`src/source/exec_pkg.sv`:
```
// RV32I subset only (alu, lw/sw, beq/bne/blt/bge, jal), word accesses, no exceptions or CSRs
package exec_pkg;

    localparam int xlen       = 32;          // data and address width
    localparam int reg_addr_w = 5;           // register index width

    localparam logic [6:0] op_reg    = 7'b0110011;
    localparam logic [6:0] op_imm    = 7'b0010011;
    localparam logic [6:0] op_load   = 7'b0000011;
    localparam logic [6:0] op_store  = 7'b0100011;
    localparam logic [6:0] op_branch = 7'b1100011;
    localparam logic [6:0] op_jal    = 7'b1101111;

    typedef enum logic [2:0] {
        alu_add, alu_sub, alu_and, alu_or, alu_xor, alu_slt, alu_sll, alu_srl
    } alu_op_e;

    typedef enum logic [2:0] {
        br_beq, br_bne, br_blt, br_bge, br_jal
    } br_kind_e;

    typedef enum logic [1:0] {
        sel_alu, sel_branch, sel_ls, sel_none
    } fu_sel_e;

    // instruction formats, msb first as in the ISA manual
    typedef struct packed {
        logic [6:0]            funct7;
        logic [reg_addr_w-1:0] rs2;
        logic [reg_addr_w-1:0] rs1;
        logic [2:0]            funct3;
        logic [reg_addr_w-1:0] rd;
        logic [6:0]            opcode;
    } instr_r_t;

    typedef struct packed {
        logic [11:0]           imm12;
        logic [reg_addr_w-1:0] rs1;
        logic [2:0]            funct3;
        logic [reg_addr_w-1:0] rd;
        logic [6:0]            opcode;
    } instr_i_t;

    typedef struct packed {
        logic [6:0]            imm_hi;       // imm[11:5]
        logic [reg_addr_w-1:0] rs2;
        logic [reg_addr_w-1:0] rs1;
        logic [2:0]            funct3;
        logic [4:0]            imm_lo;       // imm[4:0]
        logic [6:0]            opcode;
    } instr_s_t;

    typedef struct packed {
        logic                  imm12;        // sign bit
        logic [5:0]            imm10_5;
        logic [reg_addr_w-1:0] rs2;
        logic [reg_addr_w-1:0] rs1;
        logic [2:0]            funct3;
        logic [3:0]            imm4_1;
        logic                  imm11;
        logic [6:0]            opcode;
    } instr_b_t;

    typedef union packed {
        instr_r_t r;
        instr_i_t i;                         // also carries the jal immediate bits
        instr_s_t s;
        instr_b_t b;
    } instr_word_u;

    typedef struct packed {
        logic [xlen-1:0] pc;
        instr_word_u     instr;
        logic [xlen-1:0] rs1_val;
        logic [xlen-1:0] rs2_val;
        logic            pred_taken;
    } issue_pkt_t;

    typedef struct packed {
        fu_sel_e               fu_sel;
        alu_op_e               alu_op;
        br_kind_e              br_kind;
        logic                  is_store;
        logic                  uses_imm;
        logic                  rd_we;        // already false for x0
        logic [reg_addr_w-1:0] rd;
        logic [xlen-1:0]       pc;
        logic [xlen-1:0]       imm;          // sign-extended
        logic [xlen-1:0]       rs1_val;
        logic [xlen-1:0]       rs2_val;
        logic                  pred_taken;
    } uop_t;

    typedef struct packed {
        logic [xlen-1:0] addr;
        logic [xlen-1:0] wdata;
        logic            ren;
        logic            wen;
    } dmem_req_t;

    typedef struct packed {
        logic [xlen-1:0] rdata;
        logic            hit;
    } dmem_rsp_t;

    typedef struct packed {
        logic [xlen-1:0]       pc;
        logic [reg_addr_w-1:0] rd;
        logic                  rd_we;
        logic [xlen-1:0]       wdata;
        logic                  redirect;     // branch or jal mispredicted
        logic [xlen-1:0]       redirect_pc;
        logic                  is_branch;
        logic                  taken;
    } exec_res_t;

endpackage

```
`src/source/fu_alu.sv`:
```
// combinational scalar ALU; shifts use port_b[4:0], slt compares signed
`timescale 1ns/1ns

module fu_alu import exec_pkg::*; (
    input  alu_op_e         alu_op,
    input  logic [xlen-1:0] port_a,
    input  logic [xlen-1:0] port_b,
    output logic [xlen-1:0] port_output
);

    logic [4:0] shamt;

    assign shamt = port_b[4:0];              // rv32 shift amount

    always_comb begin
        case (alu_op)
            alu_add: port_output = port_a + port_b;
            alu_sub: port_output = port_a - port_b;
            alu_and: port_output = port_a & port_b;
            alu_or:  port_output = port_a | port_b;
            alu_xor: port_output = port_a ^ port_b;
            alu_slt: port_output = {{(xlen-1){1'b0}}, $signed(port_a) < $signed(port_b)};
            alu_sll: port_output = port_a << shamt;
            alu_srl: port_output = port_a >> shamt;   // logical
            default: port_output = '0;
        endcase
    end

endmodule

```
`src/source/fu_branch.sv`:
```
// branch resolution for beq/bne/blt/bge and jal; target is always pc relative
`timescale 1ns/1ns

module fu_branch import exec_pkg::*; (
    input  br_kind_e        br_kind,
    input  logic [xlen-1:0] reg_a,
    input  logic [xlen-1:0] reg_b,
    input  logic [xlen-1:0] current_pc,
    input  logic [xlen-1:0] imm,
    input  logic            predicted_outcome,
    output logic            branch_outcome,
    output logic [xlen-1:0] branch_target,
    output logic [xlen-1:0] correct_pc,
    output logic            miss,
    output logic [xlen-1:0] jump_wdat
);

    always_comb begin
        case (br_kind)
            br_beq:  branch_outcome = (reg_a == reg_b);
            br_bne:  branch_outcome = (reg_a != reg_b);
            br_blt:  branch_outcome = ($signed(reg_a) < $signed(reg_b));
            br_bge:  branch_outcome = ($signed(reg_a) >= $signed(reg_b));
            br_jal:  branch_outcome = 1'b1;  // unconditional
            default: branch_outcome = 1'b0;
        endcase
    end

    assign branch_target = current_pc + imm;
    assign jump_wdat     = current_pc + 32'd4;   // link value and fall-through
    assign correct_pc    = branch_outcome ? branch_target : jump_wdat;
    assign miss          = (branch_outcome != predicted_outcome);

endmodule

```
`src/source/fu_scalar_ls.sv`:
```
// one word access at a time; address assumed word aligned, request held until hit
`timescale 1ns/1ns

module fu_scalar_ls import exec_pkg::*; (
    input  logic            CLK,
    input  logic            arst_n,
    input  logic            start,
    input  logic            is_store,
    input  logic [xlen-1:0] addr_base,
    input  logic [xlen-1:0] imm,
    input  logic [xlen-1:0] store_data,
    input  dmem_rsp_t       dmem_rsp,
    output dmem_req_t       dmem_req,
    output logic            busy,
    output logic            done,
    output logic [xlen-1:0] load_data
);

    typedef enum logic [1:0] {ls_idle, ls_access, ls_finish} ls_state_e;

    ls_state_e       state;
    logic            ren_q, wen_q;
    logic [xlen-1:0] addr_q, wdata_q;

    always_ff @(posedge CLK or negedge arst_n) begin
        if (!arst_n) begin
            state <= ls_idle;
            ren_q <= 1'b0;
            wen_q <= 1'b0;
        end else begin
            case (state)
                ls_idle: if (start) begin
                    state <= ls_access;
                    ren_q <= !is_store;
                    wen_q <= is_store;
                end
                ls_access: if (dmem_rsp.hit) begin
                    state <= ls_finish;
                    ren_q <= 1'b0;
                    wen_q <= 1'b0;
                end
                default: state <= ls_idle;   // finish lasts one cycle
            endcase
        end
    end

    always_ff @(posedge CLK) begin
        if (state == ls_idle && start) begin
            addr_q  <= addr_base + imm;      // effective address
            wdata_q <= store_data;
        end
        if (state == ls_access && dmem_rsp.hit) load_data <= dmem_rsp.rdata;
    end

    assign dmem_req.addr  = addr_q;
    assign dmem_req.wdata = wdata_q;
    assign dmem_req.ren   = ren_q;
    assign dmem_req.wen   = wen_q;

    assign busy = (state != ls_idle);
    assign done = (state == ls_finish);

endmodule

```
`src/source/issue_decode.sv`:
```
// one-entry decode register; unsupported opcodes or funct codes become no-op uops with no write
`timescale 1ns/1ns

module issue_decode import exec_pkg::*; (
    input  logic       CLK,
    input  logic       arst_n,
    input  logic       in_valid,
    input  issue_pkt_t in_pkt,
    output logic       in_ready,
    output logic       dec_valid,
    output uop_t       dec_uop,
    input  logic       dec_ready
);

    instr_word_u     iw;
    uop_t            uop_d;
    logic [xlen-1:0] imm_i, imm_s, imm_b, imm_j;
    logic            alt;                    // sub / sra select bit
    logic            alu_ok;
    alu_op_e         alu_sel;
    logic            run;                    // low in the first cycle out of reset

    assign iw = in_pkt.instr;

    assign imm_i = {{20{iw.i.imm12[11]}}, iw.i.imm12};
    assign imm_s = {{20{iw.s.imm_hi[6]}}, iw.s.imm_hi, iw.s.imm_lo};
    assign imm_b = {{19{iw.b.imm12}}, iw.b.imm12, iw.b.imm11, iw.b.imm10_5, iw.b.imm4_1, 1'b0};
    assign imm_j = {{11{iw.i.imm12[11]}}, iw.i.imm12[11], iw.i.rs1, iw.i.funct3,
                    iw.i.imm12[0], iw.i.imm12[10:1], 1'b0};   // jal bits seen through i view

    // funct7[5] for reg ops; for imm ops only srli/srai look at it, no subi
    assign alt = (iw.r.opcode == op_reg) ? iw.r.funct7[5]
                                         : (iw.i.funct3 == 3'b101) && iw.i.imm12[10];

    always_comb begin
        alu_ok  = 1'b1;
        alu_sel = alu_add;
        case (iw.r.funct3)
            3'b000: alu_sel = alt ? alu_sub : alu_add;
            3'b001: alu_sel = alu_sll;
            3'b010: alu_sel = alu_slt;
            3'b100: alu_sel = alu_xor;
            3'b101: begin
                alu_sel = alu_srl;
                alu_ok  = !alt;              // sra not in the subset
            end
            3'b110: alu_sel = alu_or;
            3'b111: alu_sel = alu_and;
            default: alu_ok = 1'b0;          // sltu
        endcase
    end

    always_comb begin
        uop_d            = '0;
        uop_d.fu_sel     = sel_none;
        uop_d.alu_op     = alu_sel;
        uop_d.br_kind    = br_beq;
        uop_d.rd         = iw.r.rd;
        uop_d.pc         = in_pkt.pc;
        uop_d.rs1_val    = in_pkt.rs1_val;
        uop_d.rs2_val    = in_pkt.rs2_val;
        uop_d.pred_taken = in_pkt.pred_taken;
        case (iw.r.opcode)
            op_reg: begin
                uop_d.fu_sel = alu_ok ? sel_alu : sel_none;
                uop_d.rd_we  = alu_ok;
            end
            op_imm: begin
                uop_d.fu_sel   = alu_ok ? sel_alu : sel_none;
                uop_d.rd_we    = alu_ok;
                uop_d.uses_imm = 1'b1;
                uop_d.imm      = imm_i;
            end
            op_load: begin
                uop_d.fu_sel = (iw.i.funct3 == 3'b010) ? sel_ls : sel_none;   // lw only
                uop_d.rd_we  = (iw.i.funct3 == 3'b010);
                uop_d.imm    = imm_i;
            end
            op_store: begin
                uop_d.fu_sel   = (iw.s.funct3 == 3'b010) ? sel_ls : sel_none; // sw only
                uop_d.is_store = 1'b1;
                uop_d.imm      = imm_s;
            end
            op_branch: begin
                uop_d.fu_sel = sel_branch;
                uop_d.imm    = imm_b;
                case (iw.b.funct3)
                    3'b000:  uop_d.br_kind = br_beq;
                    3'b001:  uop_d.br_kind = br_bne;
                    3'b100:  uop_d.br_kind = br_blt;
                    3'b101:  uop_d.br_kind = br_bge;
                    default: uop_d.fu_sel  = sel_none; // unsigned compares not supported
                endcase
            end
            op_jal: begin
                uop_d.fu_sel  = sel_branch;
                uop_d.br_kind = br_jal;
                uop_d.rd_we   = 1'b1;
                uop_d.imm     = imm_j;
            end
            default: uop_d.fu_sel = sel_none;
        endcase
        if (iw.r.rd == '0) uop_d.rd_we = 1'b0;   // x0 is never written
    end

    assign in_ready = run && (!dec_valid || dec_ready);

    always_ff @(posedge CLK or negedge arst_n) begin
        if (!arst_n) begin
            run       <= 1'b0;
            dec_valid <= 1'b0;
        end else begin
            run <= 1'b1;
            if (in_ready) dec_valid <= in_valid;  // load or drain
        end
    end

    always_ff @(posedge CLK) begin
        if (in_valid && in_ready) dec_uop <= uop_d;
    end

endmodule

```
`src/source/execute.sv`:
```
// alu and branch results are combinational; a load/store blocks the stage until done
`timescale 1ns/1ns

module execute import exec_pkg::*; (
    input  logic      CLK,
    input  logic      arst_n,
    input  logic      dec_valid,
    input  uop_t      dec_uop,
    output logic      dec_ready,
    output logic      ex_valid,
    output exec_res_t ex_res,
    input  logic      ex_ready,
    output dmem_req_t dmem_req,
    input  dmem_rsp_t dmem_rsp
);

    logic [xlen-1:0]       alu_b, alu_out;
    logic                  br_taken, br_miss;
    logic [xlen-1:0]       br_correct_pc, br_link;
    logic                  is_ls, ls_start, ls_busy, ls_done;
    logic [xlen-1:0]       ls_rdata;
    logic [xlen-1:0]       ls_pc;        // held for the running access
    logic [reg_addr_w-1:0] ls_rd;
    logic                  ls_rd_we;

    assign alu_b = dec_uop.uses_imm ? dec_uop.imm : dec_uop.rs2_val;

    fu_alu u_alu (
        .alu_op      (dec_uop.alu_op),
        .port_a      (dec_uop.rs1_val),
        .port_b      (alu_b),
        .port_output (alu_out)
    );

    fu_branch u_branch (
        .br_kind           (dec_uop.br_kind),
        .reg_a             (dec_uop.rs1_val),
        .reg_b             (dec_uop.rs2_val),
        .current_pc        (dec_uop.pc),
        .imm               (dec_uop.imm),
        .predicted_outcome (dec_uop.pred_taken),
        .branch_outcome    (br_taken),
        .branch_target     (),           // already folded into correct_pc
        .correct_pc        (br_correct_pc),
        .miss              (br_miss),
        .jump_wdat         (br_link)
    );

    fu_scalar_ls u_ls (
        .CLK        (CLK),
        .arst_n     (arst_n),
        .start      (ls_start),
        .is_store   (dec_uop.is_store),
        .addr_base  (dec_uop.rs1_val),
        .imm        (dec_uop.imm),
        .store_data (dec_uop.rs2_val),
        .dmem_rsp   (dmem_rsp),
        .dmem_req   (dmem_req),
        .busy       (ls_busy),
        .done       (ls_done),
        .load_data  (ls_rdata)
    );

    assign is_ls     = (dec_uop.fu_sel == sel_ls);
    assign dec_ready = ex_ready && !ls_busy;                 // stall for the whole access
    assign ls_start  = dec_valid && is_ls && dec_ready;      // wb slot is free by done
    assign ex_valid  = ls_done || (dec_valid && !is_ls && !ls_busy);

    always_ff @(posedge CLK) begin
        if (ls_start) begin
            ls_pc    <= dec_uop.pc;
            ls_rd    <= dec_uop.rd;
            ls_rd_we <= dec_uop.rd_we;   // low for stores
        end
    end

    always_comb begin
        ex_res = '0;
        if (ls_done) begin
            ex_res.pc    = ls_pc;
            ex_res.rd    = ls_rd;
            ex_res.rd_we = ls_rd_we;
            ex_res.wdata = ls_rdata;
        end else begin
            ex_res.pc          = dec_uop.pc;
            ex_res.rd          = dec_uop.rd;
            ex_res.rd_we       = dec_uop.rd_we;  // false for no-op uops
            ex_res.is_branch   = (dec_uop.fu_sel == sel_branch);
            ex_res.wdata       = ex_res.is_branch ? br_link : alu_out;
            ex_res.taken       = ex_res.is_branch && br_taken;
            ex_res.redirect    = ex_res.is_branch && br_miss;
            ex_res.redirect_pc = br_correct_pc;
        end
    end

endmodule

```
`src/source/writeback_select.sv`:
```
// completion register; out_res.redirect is forced low whenever out_valid is low
`timescale 1ns/1ns

module writeback_select import exec_pkg::*; (
    input  logic      CLK,
    input  logic      arst_n,
    input  logic      ex_valid,
    input  exec_res_t ex_res,
    output logic      ex_ready,
    output logic      out_valid,
    output exec_res_t out_res,
    input  logic      out_ready
);

    exec_res_t res_q;

    assign ex_ready = !out_valid || out_ready;   // empty or draining

    always_ff @(posedge CLK or negedge arst_n) begin
        if (!arst_n) begin
            out_valid <= 1'b0;
        end else if (ex_ready) begin
            out_valid <= ex_valid;
        end
    end

    always_ff @(posedge CLK) begin
        if (ex_valid && ex_ready) res_q <= ex_res;
    end

    always_comb begin
        out_res          = res_q;
        out_res.redirect = res_q.redirect && out_valid;   // fetch sees no stale redirect
    end

endmodule

```
`src/source/exec_top.sv`:
```
// execute stage top: decode register, execute units, completion register
`timescale 1ns/1ns

module exec_top import exec_pkg::*; (
    input  logic       CLK,
    input  logic       arst_n,
    input  logic       in_valid,
    output logic       in_ready,
    input  issue_pkt_t in_pkt,
    output dmem_req_t  dmem_req,
    input  dmem_rsp_t  dmem_rsp,
    output logic       out_valid,
    input  logic       out_ready,
    output exec_res_t  out_res
);

    logic      dec_valid, dec_ready;
    uop_t      dec_uop;
    logic      ex_valid, ex_ready;
    exec_res_t ex_res;

    issue_decode u_decode (
        .CLK       (CLK),
        .arst_n    (arst_n),
        .in_valid  (in_valid),
        .in_pkt    (in_pkt),
        .in_ready  (in_ready),
        .dec_valid (dec_valid),
        .dec_uop   (dec_uop),
        .dec_ready (dec_ready)
    );

    execute u_execute (
        .CLK       (CLK),
        .arst_n    (arst_n),
        .dec_valid (dec_valid),
        .dec_uop   (dec_uop),
        .dec_ready (dec_ready),
        .ex_valid  (ex_valid),
        .ex_res    (ex_res),
        .ex_ready  (ex_ready),
        .dmem_req  (dmem_req),
        .dmem_rsp  (dmem_rsp)
    );

    writeback_select u_wb (
        .CLK       (CLK),
        .arst_n    (arst_n),
        .ex_valid  (ex_valid),
        .ex_res    (ex_res),
        .ex_ready  (ex_ready),
        .out_valid (out_valid),
        .out_res   (out_res),
        .out_ready (out_ready)
    );

endmodule

```
`config.mk`:
```
export PLATFORM = sky130hd
export DESIGN_NAME = exec_top
export DESIGN_NICKNAME = d
export VERILOG_FILES = /design/src/source/exec_pkg.sv /design/src/source/fu_alu.sv /design/src/source/fu_branch.sv /design/src/source/fu_scalar_ls.sv /design/src/source/issue_decode.sv /design/src/source/execute.sv /design/src/source/writeback_select.sv /design/src/source/exec_top.sv
export SDC_FILE = /design/constraint.sdc
export NUM_CORES = 1
export LEC_CHECK = 0
export ABC_AREA = 1
export BUFFER_PORTS_ARGS = -buffer_cell sky130_fd_sc_hd__buf_2
export CORE_MARGIN = 5
export CORE_UTILIZATION = 34
export CTS_BUF_LIST = sky130_fd_sc_hd__clkbuf_16
export DETAILED_ROUTE_END_ITERATION = 8
export PLACE_DENSITY = 0.53
export SYNTH_ARGS = -nofsm -noshare
export SYNTH_HDL_FRONTEND = slang
export SYNTH_SLANG_ARGS = --single-unit
```
`constraint.sdc`:
```
create_clock -name CLK -period 18.1 [get_ports CLK]
set_input_delay 0.905 -clock CLK [delete_from_list [all_inputs] [get_ports CLK]]
set_output_delay 0.905 -clock CLK [all_outputs]
set_load 0.02 [all_outputs]
```
# After elaboration in Yosys (flattened, before gate mapping)
# Cells that the tools add are included.
# classes
mux	28
shift	2
n_lt_le_gt_ge	3
eq_ne	32
bitwise_logic	3
reduce_logical	37
addsub	5
# op_table
operator	count
32-bit case mux with 8 select lines	1
32-bit case mux with 4 select lines	1
32-bit adder	3
32-bit 2-to-1 mux	3
70-bit 2-to-1 mux	1
32-bit less-than comparator	2
32-bit by 3-bit adder with 32-bit output, second input constant	1
32-bit bitwise AND	1
32-bit == test	1
32-bit greater-or-equal comparator	1
32-bit != test	1
32-bit bitwise OR	1
32-bit by 5-bit << shifter with 32-bit output	1
32-bit by 5-bit right shift with 32-bit output	1
32-bit subtractor	1
32-bit bitwise XOR	1
3-bit == test, second input constant	9
3-bit case mux with 7 select lines	1
3-bit by 2-bit == test with 1-bit output, second input constant	5
7-bit by 6-bit == test with 1-bit output, second input constant	2
7-bit == test, second input constant	2
1-bit logical AND	14
3-bit by 1-bit == test with 1-bit output, second input constant	3
3-bit zero test	3
other kinds (25)	50
# word_totals
elab_cells	142
output_inout_bits	173
reg_bits	391

# Depth between registers and ports, before layout
# logic_depth
word_depth	7
ltp_mapped	23
depth_no_buf	22

# By module
# Synthesis repeated with hierarchy kept, for this count alone.
# hier_totals
cells_unflattened	4294
area_unflattened_um2	31634.1
# modules_own_cells
module	cells_each	area_per_inst_um2	instances
fu_alu	1993	9945.8	1
fu_scalar_ls	609	5388.9	1
issue_decode	271	4797.1	1
writeback_select	217	3991.3	1
fu_branch	685	3942.5	1
execute	519	3568.4	1

# Worst setup path after synthesis
# OpenSTA, ideal clock, no wires.
# synth_timing
path_type	input to register
from	input out_ready
to	register u_decode.dec_valid
cell_stages	7
setup_ns	0.110
arrival_time_ns	7.365
path_buffers	0
path_slack_ns	10.625
required_time_ns	17.990
cell_sequence	nor2_1 > inv_1 > nand3_1 > nand2_1 > nand2_1 > nor2_1 > o21bai_1
# synth_via
elab_chain_cells	4
# synth_lines
element	line	source
start, declared	exec_top.sv:13	input logic out_ready,
1-bit logical OR	writeback_select.sv:17	assign ex_ready = !out_valid || out_ready;
1-bit logical AND	execute.sv:65	assign dec_ready = ex_ready && !ls_busy;
1-bit logical OR	issue_decode.sv:106	assign in_ready = run && (!dec_valid || dec_ready);
1-bit logical AND	issue_decode.sv:106	
end signal, assigned	issue_decode.sv:114	if (in_ready) dec_valid <= in_valid;
end, declared	issue_decode.sv:10	output logic dec_valid,
# Every way passes these cells.
# A chain may end at the register's enable or synchronous reset.

==> results.md <==
- Syn avg cell area: about 7.7 um2
- Number of global-route vias before repair: 25,506
- Number of buffer cells added on primary ports: 338
- First DRT Iteration DRCs: 3,203
- Leakage dissipation: 14.4 nW
- Cell with the most instances after synthesis: sky130_fd_sc_hd__nand2_1
- Worst vdd ir: about 0.070 mV
- Relative area change from synthesis to final layout: 12.6%
- Clock latency on the worst-skew pair: 0.60 ns
- Number of buffers inserted by hold repair at cts: 0
- Cell at the root of the clock tree: sky130_fd_sc_hd__clkbuf_16
- Worst r2r src: u_decode.dec_uop[135]
- Number of DRC violations after detailed routing: 0
- Detail Route Antenna Nets: 0
- CTS clk-pin slew, worst paths: approximately 0.06 ns
- Simple-gate share of the synthesized area: a little under a quarter
- Aggregate global routing overflow: 0
- Power density over the cells: 87.9 mW/mm2
- Slowest cell on crit path: sky130_fd_sc_hd__edfxtp_1
- Hold violation total from the final report: 0
- Worst setup EP type: flop
- Proportion of layout cells with a drive suffix above 1: between 10% and 20%
- Sw Pwr: about 1 mW
- Maximum clock frequency: between 150 and 200 MHz
- Horizontal die dimension: ~300 um
- Total number of vias: roughly 27,000
- Status: complete, no violations
- Share of power burned in registers: 40.3%
- Clock period minus worst slack: around 5.5 ns
- Post-synthesis xor/xnor area fraction: 2.75%
- Commonest cells in the synthesized netlist: sky130_fd_sc_hd__nand2_1, sky130_fd_sc_hd__inv_1, sky130_fd_sc_hd__edfxtp_1, sky130_fd_sc_hd__nor2_1, sky130_fd_sc_hd__o21ai_0
- Number of optimization iterations in the first detailed-route pass: 6
- Final worst path period share: 30.5%
- Setup repair after global routing missed its margin: no
- Kind of launch point of the worst setup path: flop
- Cell internal power dissipation: 1.80 mW
- Max-slew violation count: 0
- Commonest register cell after synthesis: sky130_fd_sc_hd__edfxtp_1
- GRT met1 Usage: about 39%
- Relative slew slack: 25.5%
- Total setup buffers inserted after CTS: 0
- Net total in the final layout: around 4,200
- Sw Share: 36.0%
- Vias per cell: 5.38
- Data required time at the worst endpoint: 18.45 ns
- Overall routing resource usage: 26.8%
- Worst endpoint data arrival time: 5.86 ns
- Yosys synthesis warning count: 0
- Total CTS buffers: between 40 and 50
- Global-route wire length before repair: 177 mm
- Final non-filler cell total: around 5,000
- Final Core Density: between 30% and 40%
- Part of the Yosys area used for sequential elements: 40.1%
- Cell total after placement: 4,896
- Max-cap violations: 0
- Post-CTS Resized: 0
- Worst Skew: 0.0222 ns
- Comb pwr share: 27.0%
- Die height: 299 um
- GP Congestion: 1.01
- Synth Area in Compound Gates: 14.0%
- Routed WL: 125 mm
- Layer carrying the most global-route usage: met2
- Synth area leader: sky130_fd_sc_hd__edfxtp_1
- Synth top area share: about two fifths
- Measured slew at the worst slew-check pin: 1.11 ns
- Net Count, Synth: between 4,000 and 5,000
- Core area: around 0.083 mm2
- Top Family by Delay on Critical Path: simple AND/OR/NAND/NOR gates
- Starting density of the core: 34.1%
- Netlist area before placement: 0.0284 mm2
- Post-synthesis cell count: 3,668
- Post-Synth Adder-Cell Area: 8.79%
- Ordered cell list for the critical path: inv_2 -> or2_1 -> o21ai_4 -> buf_4 -> ha_1 -> inv_1 -> nand2_1 -> nand2_1 -> o21ai_0 -> o21ai_0 -> nand2_1 -> nand2_1 -> a21oi_1 -> o21a_1 -> nor2_1 -> nand3b_1 -> nand2_1 -> nand2_1
- H-Tree Depth: 2
- Leading cell types by total area after synthesis: sky130_fd_sc_hd__edfxtp_1, sky130_fd_sc_hd__nand2_1, sky130_fd_sc_hd__ha_1
- Worst min-delay path category: in -> async
- Relative contribution of the clock network to total power: around a third
- CTS sink cnt: 380
- Area enclosed by the die boundary: 0.0894 mm2
- Number of antenna violations at the first check in global routing: 2
- Proportion of synthesized area in mux cells: 0.212%
- IO Count: 339
- Worst Path Buf+Inv: 3
- Grt met3 use: under 10%
- Count of cell instances traversed by the critical path: 18
- Worst path most repeated cell: sky130_fd_sc_hd__nand2_1
- Placement Rows: 106
- Worst Reg2Reg Path Length in Cells: 18
- Main combinational cell family by area after synthesis: simple AND/OR/NAND/NOR gates
- Maximum number of pins on one net before global-route repair: 87
- Capture point of the worst reg-to-reg path: u_wb.out_res[47]
- Met2 routing resource usage after global routing: 41.2%
- Number of synthesized register bits: 380
- Maximum root-to-sink buffer count: 3
- R2r setup slk: around 13 ns
- Category of the critical setup timing path: reg -> reg
- Number of distinct library cells after synthesis: 55
- Async S/R FF share, synth: about 1.8%
- Post-detail-place hpwl: 99.8 mm
- Detail-routed net length per standard cell: between 20 and 25 um
- Setup TNS Final: 0 ns
- Final setup violation count: 0
- CTS tree: built
- Maximum cell stage delay along the critical path: 1.05 ns
- Number of synthesized flops with an enable pin: 373
- Worst Path Max Fanout: 74
[metal layers]
layer,wire [um],vias to the layer above
li1,-,12619
met1,56500,12865
met2,54600,1167
met3,9520,159
met4,3850,0
met5,0,-
[per-stage QoR]
step	area, um2	total power [mW]	worst slack (ns)	hold WS [ns]
after floorplan	28400	1.63	10.63	0.426
after global placement	30500	1.90	12.85	0.432
after detailed placement	30500	1.89	12.76	0.436
after CTS	32000	2.82	12.75	0.123
after global routing	32000	2.94	12.25	0.134
final	32000	2.81	12.59	0.141
[area by class of cell]
cell class              instances  area [um2]
repair buffers                371        1940
fillers                      8833       51300
multi-input cells            2637       14200
clock buffers                  47        1180
clock inverters                38         318
diodes                          1        2.50
inverters                     428        1610
well taps                    1080        1350
flip-flops and latches        380       11400
[power by group through the flow]
stage          registers (mW)  logic (mW)  clock network (mW)
5_1_grt                  1.14       0.821               0.982
4_1_cts                  1.13       0.748               0.939
2_1_floorplan            1.13       0.504                   0
3_5_place_dp             1.15       0.743                   0
3_3_place_gp             1.15       0.748                   0
6_report                 1.13       0.759               0.919
[kinds of logic (layout without fill, tap and decap cells)]
| logic type | Yosys count | after routing |
|---|---|---|
| xor+xnor | 89 | 89 |
| simple gates | 1633 | 1633 |
| other cells | 1 | 2 |
| compound gates | 711 | 711 |
| buf+inv | 651 | 884 |
| fa+ha+maj | 197 | 197 |
| mux | 6 | 6 |
| flops | 380 | 380 |
[placed cells by master (no fill, tap or decap), drive strengths merged, types with 2 or more instances in the layout]
master / netlist / routed
o22ai: 8 / 8
xnor2: 22 / 22
a31oi: 8 / 8
dfrtp: 7 / 7
a22o: 3 / 3
nor4: 14 / 14
clkinvlp: 0 / 4
nand3: 219 / 219
xor2: 67 / 67
o21a: 14 / 14
bufinv: 0 / 3
a21oi: 255 / 255
a221oi: 7 / 7
ha: 193 / 193
nor2: 317 / 317
a22oi: 6 / 6
nor3: 44 / 44
or2: 30 / 30
inv: 425 / 436
buf: 145 / 371
mux2i: 6 / 6
edfxtp: 373 / 373
a211oi: 4 / 4
o21ai: 304 / 304
a21boi: 9 / 9
clkinv: 3 / 23
nand2: 953 / 953
clkbuf: 78 / 47
nand4: 39 / 39
o211ai: 37 / 37
o2111ai: 6 / 6
fa: 4 / 4
o221ai: 11 / 11
nand3b: 13 / 13
o31ai: 3 / 3
a21o: 17 / 17
and2: 2 / 2
o21bai: 16 / 16
[worst register-to-register path, delay by kind of cell (launching register included)]
family / cells / cell delay, ns
buffers and inverters: 3 / 1.32
flip-flops: 1 / 1.05
AO/OA/AOI/OAI: 5 / 1.05
adder cells (fa/ha/maj): 1 / 0.49
AND/OR/NAND/NOR: 9 / 1.36
[registers in the layout (all words and copies together) (netlist names), 2 cells and up]
signal	flops
u_execute.u_ls.addr_q	32
u_execute.u_ls.state	2
u_execute.ls_pc	32
u_execute.ls_rd	5
u_wb.out_res	104
u_execute.u_ls.load_data	32
u_decode.dec_uop	134
u_execute.u_ls.wdata_q	32
[worst max path at each step]
stage | to | from | slack, ns
floorplan | u_decode.dec_valid | out_ready | 10.63
global placement | u_wb.out_res[51] | u_decode.dec_uop[135] | 12.85
detailed placement | u_wb.out_res[57] | u_decode.dec_uop[135] | 12.76
CTS | u_wb.out_res[57] | u_decode.dec_uop[135] | 12.75
global route | u_wb.out_res[56] | u_decode.dec_uop[135] | 12.25
finish | u_wb.out_res[47] | u_decode.dec_uop[135] | 12.59
(Power assumes the default switching activity.)
